File: src/source/decode_config.svh
`ifndef DECODE_CONFIG_SVH
`define DECODE_CONFIG_SVH

// data path word
`define DATA_WIDTH 16

// register file size
`define REG_COUNT 8
`define REG_INDEX_WIDTH 3

// instruction opcode field
`define OPCODE_WIDTH 5

`endif

File: src/source/decodePkg.sv
`include "decode_config.svh"

package decodePkg;

    // register format: opcode rs rt rd func
    typedef struct packed {
        logic [`OPCODE_WIDTH-1:0]    opcode;
        logic [`REG_INDEX_WIDTH-1:0] rs;
        logic [`REG_INDEX_WIDTH-1:0] rt;
        logic [`REG_INDEX_WIDTH-1:0] rd;
        logic [1:0]                  func;
    } regFormat_t;

    // immediate format, rd sits in bits 7 to 5
    typedef struct packed {
        logic [`OPCODE_WIDTH-1:0]    opcode;
        logic [`REG_INDEX_WIDTH-1:0] rs;
        logic [`REG_INDEX_WIDTH-1:0] rd;
        logic [4:0]                  imm;
    } immFormat_t;

    // jump and load-byte format
    typedef struct packed {
        logic [`OPCODE_WIDTH-1:0] opcode;
        logic [10:0]              disp;
    } jumpFormat_t;

    typedef union packed {
        regFormat_t  regView;
        immFormat_t  immView;
        jumpFormat_t jumpView;
    } instrWord_t;

    typedef enum logic [1:0] {
        DEST_RD   = 2'd0,
        DEST_RT   = 2'd1,
        DEST_RS   = 2'd2,
        DEST_LINK = 2'd3
    } regDest_t;

    typedef enum logic [2:0] {
        SRC_ALU  = 3'd0,
        SRC_MEM  = 3'd1,
        SRC_IMM8 = 3'd2,
        SRC_LINK = 3'd3,
        SRC_BTR  = 3'd4
    } regSource_t;

    typedef struct packed {
        regDest_t   regDst;
        regSource_t regDataSrc;
        logic [2:0] aluSrc1;
        logic [2:0] aluSrc2;
        logic [2:0] aluOp;
        logic       regWriteEn;
        logic       memEn;
        logic       memWr;
        logic       branch;
        logic       jump;
        logic       exception;
        logic       cin;
        logic       invA;
        logic       invB;
        logic       sign;
        logic       signedExt;
        logic       dump;
    } controlSignals_t;

    typedef struct packed {
        logic [`DATA_WIDTH-1:0] immEight;
        logic [`DATA_WIDTH-1:0] immEleven;
        logic [`DATA_WIDTH-1:0] immFive;
        logic [`DATA_WIDTH-1:0] bitReverse;
    } formattedOperands_t;

    localparam logic [`OPCODE_WIDTH-1:0] OP_HALT  = 5'b00000;
    localparam logic [`OPCODE_WIDTH-1:0] OP_NOP   = 5'b00001;
    localparam logic [`OPCODE_WIDTH-1:0] OP_J     = 5'b00100;
    localparam logic [`OPCODE_WIDTH-1:0] OP_JAL   = 5'b00110;
    localparam logic [`OPCODE_WIDTH-1:0] OP_ADDI  = 5'b01000;
    localparam logic [`OPCODE_WIDTH-1:0] OP_SUBI  = 5'b01001;
    localparam logic [`OPCODE_WIDTH-1:0] OP_XORI  = 5'b01010;
    localparam logic [`OPCODE_WIDTH-1:0] OP_ANDNI = 5'b01011;
    localparam logic [`OPCODE_WIDTH-1:0] OP_BEQZ  = 5'b01100;
    localparam logic [`OPCODE_WIDTH-1:0] OP_ST    = 5'b10000;
    localparam logic [`OPCODE_WIDTH-1:0] OP_LD    = 5'b10001;
    localparam logic [`OPCODE_WIDTH-1:0] OP_SLBI  = 5'b10010;
    localparam logic [`OPCODE_WIDTH-1:0] OP_STU   = 5'b10011;
    localparam logic [`OPCODE_WIDTH-1:0] OP_LBI   = 5'b11000;
    localparam logic [`OPCODE_WIDTH-1:0] OP_BTR   = 5'b11001;
    localparam logic [`OPCODE_WIDTH-1:0] OP_ALU   = 5'b11011;

    // function field of OP_ALU
    localparam logic [1:0] FN_ADD  = 2'b00;
    localparam logic [1:0] FN_SUB  = 2'b01;
    localparam logic [1:0] FN_XOR  = 2'b10;
    localparam logic [1:0] FN_ANDN = 2'b11;

    // alu operand selects
    localparam logic [2:0] ALU1_REG   = 3'd0;
    localparam logic [2:0] ALU1_PC    = 3'd1;
    localparam logic [2:0] ALU2_REG   = 3'd0;
    localparam logic [2:0] ALU2_IMM5  = 3'd1;
    localparam logic [2:0] ALU2_IMM8  = 3'd2;
    localparam logic [2:0] ALU2_IMM11 = 3'd3;

    // alu operations, subtract is add with invA and cin
    localparam logic [2:0] ALU_ADD  = 3'd0;
    localparam logic [2:0] ALU_XOR  = 3'd1;
    localparam logic [2:0] ALU_AND  = 3'd2;
    localparam logic [2:0] ALU_SLBI = 3'd3;

endpackage

File: src/source/controlDecoder.sv
module controlDecoder (
    input  decodePkg::instrWord_t      instr,
    output decodePkg::controlSignals_t ctrl
);
    import decodePkg::*;

    always_comb begin
        // quiet defaults, overridden per opcode
        ctrl            = '0;
        ctrl.regDst     = DEST_RD;
        ctrl.regDataSrc = SRC_ALU;
        ctrl.aluSrc1    = ALU1_REG;
        ctrl.aluSrc2    = ALU2_REG;
        ctrl.aluOp      = ALU_ADD;
        ctrl.signedExt  = 1'b1;

        case (instr.regView.opcode)
            OP_HALT: begin
                ctrl.dump = 1'b1;
            end
            OP_NOP: begin
            end
            OP_ADDI: begin
                ctrl.regDst     = DEST_RT;
                ctrl.regWriteEn = 1'b1;
                ctrl.aluSrc2    = ALU2_IMM5;
                ctrl.sign       = 1'b1;
            end
            OP_SUBI: begin
                // imm minus rs
                ctrl.regDst     = DEST_RT;
                ctrl.regWriteEn = 1'b1;
                ctrl.aluSrc2    = ALU2_IMM5;
                ctrl.invA       = 1'b1;
                ctrl.cin        = 1'b1;
                ctrl.sign       = 1'b1;
            end
            OP_XORI: begin
                ctrl.regDst     = DEST_RT;
                ctrl.regWriteEn = 1'b1;
                ctrl.aluSrc2    = ALU2_IMM5;
                ctrl.aluOp      = ALU_XOR;
                ctrl.signedExt  = 1'b0;
            end
            OP_ANDNI: begin
                ctrl.regDst     = DEST_RT;
                ctrl.regWriteEn = 1'b1;
                ctrl.aluSrc2    = ALU2_IMM5;
                ctrl.aluOp      = ALU_AND;
                ctrl.invB       = 1'b1;
                ctrl.signedExt  = 1'b0;
            end
            OP_ALU: begin
                ctrl.regWriteEn = 1'b1;
                case (instr.regView.func)
                    FN_ADD: begin
                        ctrl.sign = 1'b1;
                    end
                    FN_SUB: begin
                        ctrl.invA = 1'b1;
                        ctrl.cin  = 1'b1;
                        ctrl.sign = 1'b1;
                    end
                    FN_XOR: begin
                        ctrl.aluOp = ALU_XOR;
                    end
                    default: begin
                        ctrl.aluOp = ALU_AND;
                        ctrl.invB  = 1'b1;
                    end
                endcase
            end
            OP_LD: begin
                ctrl.regDst     = DEST_RT;
                ctrl.regDataSrc = SRC_MEM;
                ctrl.regWriteEn = 1'b1;
                ctrl.aluSrc2    = ALU2_IMM5;
                ctrl.memEn      = 1'b1;
            end
            OP_ST: begin
                ctrl.aluSrc2 = ALU2_IMM5;
                ctrl.memEn   = 1'b1;
                ctrl.memWr   = 1'b1;
            end
            OP_STU: begin
                // rs takes the effective address
                ctrl.regDst     = DEST_RS;
                ctrl.regWriteEn = 1'b1;
                ctrl.aluSrc2    = ALU2_IMM5;
                ctrl.memEn      = 1'b1;
                ctrl.memWr      = 1'b1;
            end
            OP_LBI: begin
                ctrl.regDst     = DEST_RS;
                ctrl.regDataSrc = SRC_IMM8;
                ctrl.regWriteEn = 1'b1;
            end
            OP_SLBI: begin
                ctrl.regDst     = DEST_RS;
                ctrl.regWriteEn = 1'b1;
                ctrl.aluSrc2    = ALU2_IMM8;
                ctrl.aluOp      = ALU_SLBI;
                ctrl.signedExt  = 1'b0;
            end
            OP_BTR: begin
                ctrl.regDataSrc = SRC_BTR;
                ctrl.regWriteEn = 1'b1;
            end
            OP_BEQZ: begin
                ctrl.branch  = 1'b1;
                ctrl.aluSrc1 = ALU1_PC;
                ctrl.aluSrc2 = ALU2_IMM8;
            end
            OP_J: begin
                ctrl.jump    = 1'b1;
                ctrl.aluSrc1 = ALU1_PC;
                ctrl.aluSrc2 = ALU2_IMM11;
            end
            OP_JAL: begin
                ctrl.jump       = 1'b1;
                ctrl.aluSrc1    = ALU1_PC;
                ctrl.aluSrc2    = ALU2_IMM11;
                ctrl.regDst     = DEST_LINK;
                ctrl.regDataSrc = SRC_LINK;
                ctrl.regWriteEn = 1'b1;
            end
            default: begin
                // undefined opcode
                ctrl.exception  = 1'b1;
                ctrl.regWriteEn = 1'b0;
            end
        endcase
    end

endmodule

File: src/source/registerFile.sv
`include "decode_config.svh"

module registerFile (
    input  logic                        clk,
    input  logic                        reset,
    input  logic [`REG_INDEX_WIDTH-1:0] readSel1,
    input  logic [`REG_INDEX_WIDTH-1:0] readSel2,
    input  logic [`REG_INDEX_WIDTH-1:0] writeReg,
    input  logic [`DATA_WIDTH-1:0]      writeData,
    input  logic                        writeEn,
    output logic [`DATA_WIDTH-1:0]      readData1,
    output logic [`DATA_WIDTH-1:0]      readData2
);

    logic [`DATA_WIDTH-1:0] regs [`REG_COUNT];

    always_ff @(posedge clk) begin
        if (reset) begin
            for (int i = 0; i < `REG_COUNT; i++) begin
                regs[i] <= '0;
            end
        end else if (writeEn) begin
            regs[writeReg] <= writeData;
        end
    end

    // no bypass, new data shows after the edge
    assign readData1 = regs[readSel1];
    assign readData2 = regs[readSel2];

endmodule

File: src/source/operandFormatter.sv
`include "decode_config.svh"

module operandFormatter (
    input  decodePkg::instrWord_t         instr,
    input  decodePkg::controlSignals_t    ctrl,
    input  logic [`DATA_WIDTH-1:0]        readData1,
    output logic [`REG_INDEX_WIDTH-1:0]   writeReg,
    output decodePkg::formattedOperands_t operands
);
    import decodePkg::*;

    logic signFive;
    logic signEight;
    logic signEleven;

    // destination register select
    always_comb begin
        case (ctrl.regDst)
            DEST_RD: writeReg = instr.regView.rd;
            DEST_RT: writeReg = instr.immView.rd;
            DEST_RS: writeReg = instr.regView.rs;
            // link register is r7
            default: writeReg = '1;
        endcase
    end

    // fill bits, zero when extension is unsigned
    assign signFive   = ctrl.signedExt & instr.immView.imm[4];
    assign signEight  = ctrl.signedExt & instr.jumpView.disp[7];
    assign signEleven = ctrl.signedExt & instr.jumpView.disp[10];

    always_comb begin
        operands.immFive   = {{(`DATA_WIDTH-5){signFive}}, instr.immView.imm};
        operands.immEight  = {{(`DATA_WIDTH-8){signEight}}, instr.jumpView.disp[7:0]};
        operands.immEleven = {{(`DATA_WIDTH-11){signEleven}}, instr.jumpView.disp};
        for (int i = 0; i < `DATA_WIDTH; i++) begin
            operands.bitReverse[i] = readData1[`DATA_WIDTH-1-i];
        end
    end

endmodule

File: src/source/decodeStage.sv
`include "decode_config.svh"

module decodeStage (
    input  logic                          clk,
    input  logic                          reset,
    input  decodePkg::instrWord_t         instr,
    input  logic [`DATA_WIDTH-1:0]        writeData,
    input  logic                          regWriteEnIn,
    output decodePkg::controlSignals_t    ctrl,
    output logic                          regWriteEnOut,
    output logic [`DATA_WIDTH-1:0]        readData1,
    output logic [`DATA_WIDTH-1:0]        readData2,
    output decodePkg::formattedOperands_t operands
);

    logic [`REG_INDEX_WIDTH-1:0] writeReg;

    controlDecoder controlDecoder_inst (
        .instr (instr),
        .ctrl  (ctrl)
    );

    // port 2 reads the immediate-format rd, bits 7 to 5
    registerFile registerFile_inst (
        .clk       (clk),
        .reset     (reset),
        .readSel1  (instr.regView.rs),
        .readSel2  (instr.immView.rd),
        .writeReg  (writeReg),
        .writeData (writeData),
        .writeEn   (regWriteEnIn),
        .readData1 (readData1),
        .readData2 (readData2)
    );

    operandFormatter operandFormatter_inst (
        .instr     (instr),
        .ctrl      (ctrl),
        .readData1 (readData1),
        .writeReg  (writeReg),
        .operands  (operands)
    );

    // write-back stage returns this as regWriteEnIn
    assign regWriteEnOut = ctrl.regWriteEn;

endmodule

File: config.mk
export PLATFORM = sky130hd
export DESIGN_NAME = decodeStage
export DESIGN_NICKNAME = d
export VERILOG_FILES = /design/src/source/decodePkg.sv /design/src/source/controlDecoder.sv /design/src/source/registerFile.sv /design/src/source/operandFormatter.sv /design/src/source/decodeStage.sv
export VERILOG_INCLUDE_DIRS = /design/src /design/src/source
export SDC_FILE = /design/constraint.sdc
export NUM_CORES = 1
export LEC_CHECK = 0
export ABC_AREA = 1
export BUFFER_PORTS_ARGS = -buffer_cell sky130_fd_sc_hd__clkbuf_2
export CORE_MARGIN = 1.5
export CORE_UTILIZATION = 51
export CTS_CLUSTER_SIZE = 12
export DETAILED_ROUTE_END_ITERATION = 10
export PLACE_DENSITY = 0.78
export SYNTH_ARGS = -nofsm -noshare
export SYNTH_HDL_FRONTEND = slang
export SYNTH_SLANG_ARGS = --single-unit
File: constraint.sdc
create_clock -name clk -period 3.05 [get_ports clk]
set_input_delay 0.61 -clock clk [delete_from_list [all_inputs] [get_ports clk]]
set_output_delay 0.61 -clock clk [all_outputs]
set_load 0.01 [all_outputs]
### Word level (Yosys, flattened, before mapping)

Memory sizes are Yosys's and may differ from the RTL's.
Cells that the tools add are included.

| word-level totals | value |
|---|---|
| bits in writable memories | 128 |
| logic and storage cells | 70 |
| register bits after elaboration | 0 |
| output and inout bits | 123 |
| bits of input ports | 35 |
| memories kept | 1 |
| bits in read-only memories | 0 |
| bits in latches | 0 |

| cells by class | value |
|---|---|
| multipliers | 0 |
| bitwise gates (word level) | 3 |
| div/mod/pow operators | 0 |
| add/subtract/negate cells | 0 |
| $lt $le $gt $ge | 0 |
| shift operators | 0 |
| equality and inequality tests | 19 |
| reduce and logical (&&, ||, !) cells | 18 |
| muxes and demuxes | 29 |

Memory list:

| memory | words | width | rd ports | clocked after memory_dff | write ports | line | text |
|---|---|---|---|---|---|---|---|
| registerFile_inst.regs | 8 | 16 | 2 | 0 | 8 | registerFile.sv:15 | `` logic [`DATA_WIDTH-1:0] regs [`REG_COUNT]; `` |

Operators by type and width:

| kind | count |
|---|---|
| equality test 5 bit, second input constant | 7 |
| OR reduction 16 bit | 2 |
| equality test 5 x 4 -> 1 bit, second input constant | 5 |
| case mux 3 bit (4 select lines) | 2 |
| 2-to-1 mux 1 bit | 17 |
| 2-to-1 mux 16 bit | 1 |
| OR reduction 3 bit | 5 |
| case mux 2 bit (3 select lines) | 2 |
| OR reduction 11 bit | 1 |
| equality test 5 x 3 -> 1 bit, second input constant | 2 |
| OR reduction 2 bit | 5 |
| case mux 3 bit (3 select lines) | 1 |
| case mux 2 bit (2 select lines) | 2 |
| OR reduction 7 bit | 1 |
| equality test 5 x 1 -> 1 bit, second input constant | 1 |
| zero test 5 bit | 1 |
| OR reduction 5 bit | 1 |
| equality test 2 x 1 -> 1 bit, second input constant | 2 |
| equality test 2 bit, second input constant | 2 |
| zero test 2 bit | 2 |
| case mux 1 bit (2 select lines) | 2 |
| AND 1 bit | 3 |
| 2-to-1 mux 3 bit | 1 |
| 2-to-1 mux 2 bit | 1 |

### Logic depth before layout (Yosys ltp)

Gate-level depths: netlist of run 1.

| logic depth | value |
|---|---|
| depth in word-level cells | 6 |
| gate-level depth with buffers | 14 |
| mapped depth without buffers | 13 |

### Cells and area by module

A second synthesis of run 1 with hierarchy kept.

| second synthesis, totals | value |
|---|---|
| cells, all modules | 1205 |
| area total of the unflattened synthesis | 8543.2 µm² |

Modules (own cells, without submodules):

| module | cells each | area an instance (µm²) | times used | seq. area each (µm²) |
|---|---|---|---|---|
| registerFile | 1032 | 7532.2 | 1 | 3843.7 |
| operandFormatter | 84 | 569.3 | 1 | 0.0 |
| controlDecoder | 88 | 434.2 | 1 | 0.0 |
| decodeStage | 1 | 7.5 | 1 | 0.0 |

### Worst setup path before layout of run 1

Ideal clock, no wire load.

| timing | value |
|---|---|
| kind | input -> register |
| start | input port instr[14] in the netlist's numbering |
| end | memory registerFile_inst.regs[4][0] in the netlist's numbering (enable) |
| library setup time | 411 ps |
| buffers on the path | 0 |
| stages | 11 |
| required time | 2639 ps |
| slack | -110 ps |
| arrival | 2748 ps |
| cell sequence | inv_2 -> nand2_2 -> nor2_4 -> nand2_4 -> nand2_4 -> nor2_8 -> nand3_2 -> nand2_1 -> nor2_2 -> nand2_2 -> o21ai_0 |

RTL lines:

| item | line | text |
|---|---|---|
| start, declared | decodeStage.sv:6 | `input decodePkg::instrWord_t instr,` |
| end, declared | registerFile.sv:15 |  |

### Worst setup path in the final report of run 1

| timing | value |
|---|---|
| start | input port instr[9] in the netlist's numbering |
| end | output port readData1[6] |

| on the way | value |
|---|---|
| cells in the longest elaborated chain, start to end | 1 |

RTL lines:

| item | line | text |
|---|---|---|
| memory (8 x 16 bit) | -- |  |
| end, declared | decodeStage.sv:11 | `` output logic [`DATA_WIDTH-1:0] readData1, `` |

No other way between the ends.

==> results_dict.tcl, run 1 <==
set metrics [dict create \
    clk_pin_slew_worst_paths_ns 0.06 \
    seq_area_frac_synth 0.484 \
    cp.depth 6 \
    hold_depth 3 \
    power.leakage_uw 0.00400 \
    dpl.hpwl_um 14600 \
    hold_violations 0 \
    via_per_inst 5.86 \
    cts-root-buf "clkbuf_16" \
    synth_edf_count 128 \
    crit_chain "clkbuf_2, o21ai_0, o21ai_0, nor2_1, a31oi_1, clkbuf_2" \
    ys_warn_count 0 \
    grt_pass1_wl_um 33500 \
    synth_top_area_frac 0.484 \
    die_h_um 128 \
    postCtsResizedCells 0 \
    cp.arrival_ns 2.29 \
    wl_per_cell_um 17.8 \
    startpoint_type "primary input" \
    endpoint_kind "output port" \
    synth_area_mm2 0.00794 \
    grt-ovfl-total 0 \
    synth_top_cell_by_area "edfxtp_1" \
    synthCells 930 \
    place.gp.congestion 0.901 \
    power.density_mw_per_mm2 559 \
    clock_sinks 128 \
    setup_viol 0 \
    ios 158 \
    row_count 45 \
    cts_tree "done" \
    rsz0062_at_grt "no" \
    largest-register "registerFile_inst.regs" \
    synthTopCellsByArea "edfxtp_1 (48%), o21ai_0 (8.3%), nor2_1 (7.2%)" \
    avgSynthCellArea_um2 8.54 \
    yosysUniqueCellTypes 32 \
    port_buffers 153 \
    cts_made_buffers 17 \
    drv_cap 0 \
    postRouteWirelength_um 21600 \
    period_minus_slack_ns 2.90 \
    diodes 0 \
    tightest_slew_ns 0.714 \
    holdWs_ns 0.648 \
    drc 0 \
    min_period_over_period 0.951 \
    htree_levels 4 \
    criticalPathCategory "in2out" \
    firstDrtPassIters 6 \
    fin_nets 1050 \
    path_buf_inv 2 \
    largest_reg_flops 128 \
    cts_hold_buf 0 \
    peakVddDrop_mv 0.431 \
    status "complete, no violations" \
    critPathMaxStageDelay_ns 0.54 \
    clock_path_buffers 2 \
    core-area_mm2 0.0152 \
    cp.required_ns 2.44 \
    synth-seq-cells 128 \
    antenna_found_initial 0 \
    synth_top_flop_cell "edfxtp_1" \
    vias 7126 \
    track_usage 0.268 \
    async_reset_ff_frac 0 \
    largest_registers "registerFile_inst.regs (128)" \
    first_global_vias 6336 \
    crit_fanout 31 \
    drtIter0Drc 850 \
    dpl-instance-area_mm2 0.00851 \
    finalInstanceArea_mm2 0.00911 \
    min_path_type "in2reg" \
    utilization 0.599 \
    synthToLayoutAreaGrowth_pct 14.8 \
    post_cts_buffers 0 \
    die_x_um 128 \
    die_area_mm2 0.0163 \
    worst_path_max_delay_cell "clkbuf_2" \
    grt_max_degree 83 \
    clock.fmax_mhz 345 \
    drive_gt1_frac 0.253 \
    path_delay_family "compound AO/OA/AOI/OAI gates" \
    slew_headroom 0.524 \
    drv_slew 0 \
    ant_nets 0 \
    start_util 0.522 \
]
[placed cells by master (no fill, tap or decap), types with 17 or more instances in the layout]
master / instances
a21oi_1: 64
nor3_1: 32
a31oi_1: 32
clkbuf_16: 17
clkbuf_2: 152
o211ai_1: 32
nor2_1: 152
inv_1: 82
o21ai_0: 129
nand2_1: 83
edfxtp_1: 128
buf_4: 31
[routing by layer]
metal | up-vias | part of all wire | track usage
met3 | 46 | 0.10 | 0.0455
met1 | 3311 | 0.40 | 0.374
li1 | 3292 | - | -
met2 | 477 | 0.47 | 0.423
met4 | 0 | 0.021 | 0.0965
met5 | - | 0 | 0
[synthesized netlist by cell type, drive strengths merged, types with 3 or more instances]
cell and n:
nand4 3, a21oi 64, clkinv 3, o211ai 32
inv 87, a31oi 32, o21ai 132, nor2 167
buf 89, nand2 97, clkbuf 38, nand3 21
nor3 33, edfxtp 128
[where the power goes]
part | internal (uW) | leakage, uW | switching [uW]
Clock | 1360 | 0.000281 | 730
Combinational | 282 | 0.00249 | 594
Sequential | 2080 | 0.00123 | 55.7
Total | 3720 | 0.00400 | 1380
[worst min-delay path, delay by kind of cell]
kind	cells	cell delay [ns]
buffers and inverters	2	0.22
and+or+nand+nor	1	0.13
[final timing paths]
check                                     endpoint          from
worst min-delay path  registerFile_inst.regs[2][6]  writeData[6]
worst max-delay path                  readData1[6]      instr[9]
[kinds of logic (layout without fill, tap and decap cells)]
| logic type | count (synthesis) | count (layout) | synth area share |
|---|---|---|---|
| AOI/OAI and AO/OA | 261 | 261 | 0.180 |
| DFF | 128 | 128 | 0.484 |
| other | 1 | 4 | 0.000472 |
| buffers and inverters | 217 | 312 | 0.143 |
| and+or+nand+nor | 323 | 323 | 0.192 |
[area by class of cell]
cell class | count | area (um2)
timing repair buffer | 190 | 1120
inverter | 90 | 340
fill | 1262 | 6090
clock buffer | 21 | 440
sequential | 128 | 3840
tap | 188 | 235
multi-input combinational | 588 | 2970
clock inverter | 11 | 164
[metrics by stage]
| step | total power [uW] | setup slack [ns] | std cells | TNS [ns] |
|---|---|---|---|---|
| 2_1_floorplan | 2760 | -0.110 | 933 | -3.51 |
| 3_3_place_gp | 3000 | 0.318 | 1184 | 0 |
| 3_5_place_dp | 3020 | 0.282 | 1184 | 0 |
| 4_1_cts | 5080 | 0.224 | 1216 | 0 |
| 5_1_grt | 5270 | 0.0607 | 1216 | 0 |
| 6_report | 5100 | 0.149 | 1216 | 0 |
Power figures use the tool's default switching activity.
==> inputs of run 2 (changes only) <==
--- a/config.mk
+++ b/config.mk
@@ -8,11 +8,12 @@
 export LEC_CHECK = 0
 export ABC_AREA = 1
 export BUFFER_PORTS_ARGS = -buffer_cell sky130_fd_sc_hd__clkbuf_2
+export CORE_ASPECT_RATIO = 0.75
 export CORE_MARGIN = 1.5
 export CORE_UTILIZATION = 51
 export CTS_CLUSTER_SIZE = 12
 export DETAILED_ROUTE_END_ITERATION = 10
-export PLACE_DENSITY = 0.78
+export PLACE_DENSITY = 0.76
 export SYNTH_ARGS = -nofsm -noshare
 export SYNTH_HDL_FRONTEND = slang
 export SYNTH_SLANG_ARGS = --single-unit
==> results_dict.tcl, run 2 (synthesis gave the netlist of run 1 again) <==
set metrics [dict create \
    place.gp.congestion 0.877 \
    hold_depth 3 \
    slew_headroom 0.560 \
    endpoint_kind "output port" \
    power.density_mw_per_mm2 577 \
    ant_nets 0 \
    die_x_um 147 \
    drv_cap 0 \
    post_cts_buffers 0 \
    diodes 0 \
    cts_tree "done" \
    drc 0 \
    dp_slack_ns 0.271 \
    crit_fanout 37 \
    cp.required_ns 2.44 \
    largest_reg_flops 128 \
    min_period_over_period 0.940 \
    clk_pin_slew_worst_paths_ns 0.06 \
    crit_chain "buf_4, buf_4, o21ai_0, o21ai_0, nor2_1, a31oi_1, clkbuf_2" \
    path_delay_family "buffers and inverters" \
    synthToLayoutAreaGrowth_pct 15.0 \
    cts_made_buffers 17 \
    htree_levels 4 \
    status "complete, no violations" \
    p_total_uw 5270 \
    criticalPathCategory "in2out" \
    min_path_type "in2reg" \
    die_area_mm2 0.0163 \
    cts-root-buf "clkbuf_16" \
    clock_sinks 128 \
    start_util 0.521 \
    firstDrtPassIters 5 \
    final.setup.worst_slack_ns 0.184 \
    ios 158 \
    critPathMaxStageDelay_ns 0.40 \
    largest-register "registerFile_inst.regs" \
    path_buf_inv 3 \
    fin_nets 1048 \
    hold_violations 0 \
    cp.arrival_ns 2.26 \
    via_per_inst 5.61 \
    largest_registers "registerFile_inst.regs (128)" \
    grt_pass1_wl_um 32700 \
    period_minus_slack_ns 2.87 \
    antenna_found_initial 0 \
    core-area_mm2 0.0152 \
    wl_per_cell_um 16.7 \
    die_h_um 111 \
    startpoint_type "primary input" \
    drtIter0Drc 543 \
    utilization 0.600 \
    most-common-layout-cells "nor2_1 (152), clkbuf_2 (152), o21ai_0 (129), edfxtp_1 (128), nand2_1 (83)" \
    grt-ovfl-total 0 \
    peakVddDrop_mv 0.366 \
    finalInstanceArea_mm2 0.00913 \
    cp.depth 7 \
    postCtsResizedCells 0 \
    drive_gt1_frac 0.254 \
    grt_max_degree 50 \
    postRouteWirelength_um 20600 \
    rsz0062_at_grt "no" \
    clock_path_buffers 2 \
    track_usage 0.257 \
    dpl.hpwl_um 14500 \
    clock.fmax_mhz 349 \
    row_count 39 \
    power.leakage_uw 0.00400 \
    cts_hold_buf 0 \
    worst_path_max_delay_cell "buf_4" \
    port_buffers 153 \
    first_global_vias 6520 \
    vias 6903 \
    drv_slew 0 \
    setup_viol 0 \
    dpl-instance-area_mm2 0.00847 \
    tightest_slew_ns 0.655 \
]
[run 2: cell count changes in the layout (fill, tap and decap cells not counted), moves of 2 or more]
cell       delta
buf_4         +3
bufinv_16     +2
buf_12        -4
clkbuf_1      -4
[run 2: final timing paths]
check / startpoint / endpoint / slack [ns]
max: instr[8] / readData1[2] / 0.18
min: writeData[8] / registerFile_inst.regs[2][8] / 0.63
[run 2: cell type report]
type / instances / area (um2)
clock buffer: 17 / 425
clock inverter: 15 / 240
fill: 1319 / 6090
inverter: 90 / 340
multi-input combinational: 588 / 2970
sequential: 128 / 3840
tap: 205 / 256
timing repair buffer: 188 / 1060
[run 2: report_power, final]
part	leakage, uW	internal, uW	switching (uW)
Sequential	0.00123	2070	52.4
Combinational	0.00246	274	571
Clock	0.000311	1530	772
Total	0.00400	3880	1400
[run 2: metal layers]
metal	GRT usage	vias to the layer above	wire, um
met3	0.0395	53	1550
met4	0.115	0	565
met1	0.332	3216	8430
met5	0	-	0
li1	-	3290	-
met2	0.428	344	10000
[run 2: metrics by stage]
stage	TNS [ns]	std cells	hold WS (ns)
6_report	0	1231	0.635
5_1_grt	0	1231	0.653
4_1_cts	0	1231	0.624
3_5_place_dp	0	1199	1.06
3_3_place_gp	0	1199	1.04
2_1_floorplan	-3.51	933	0.899
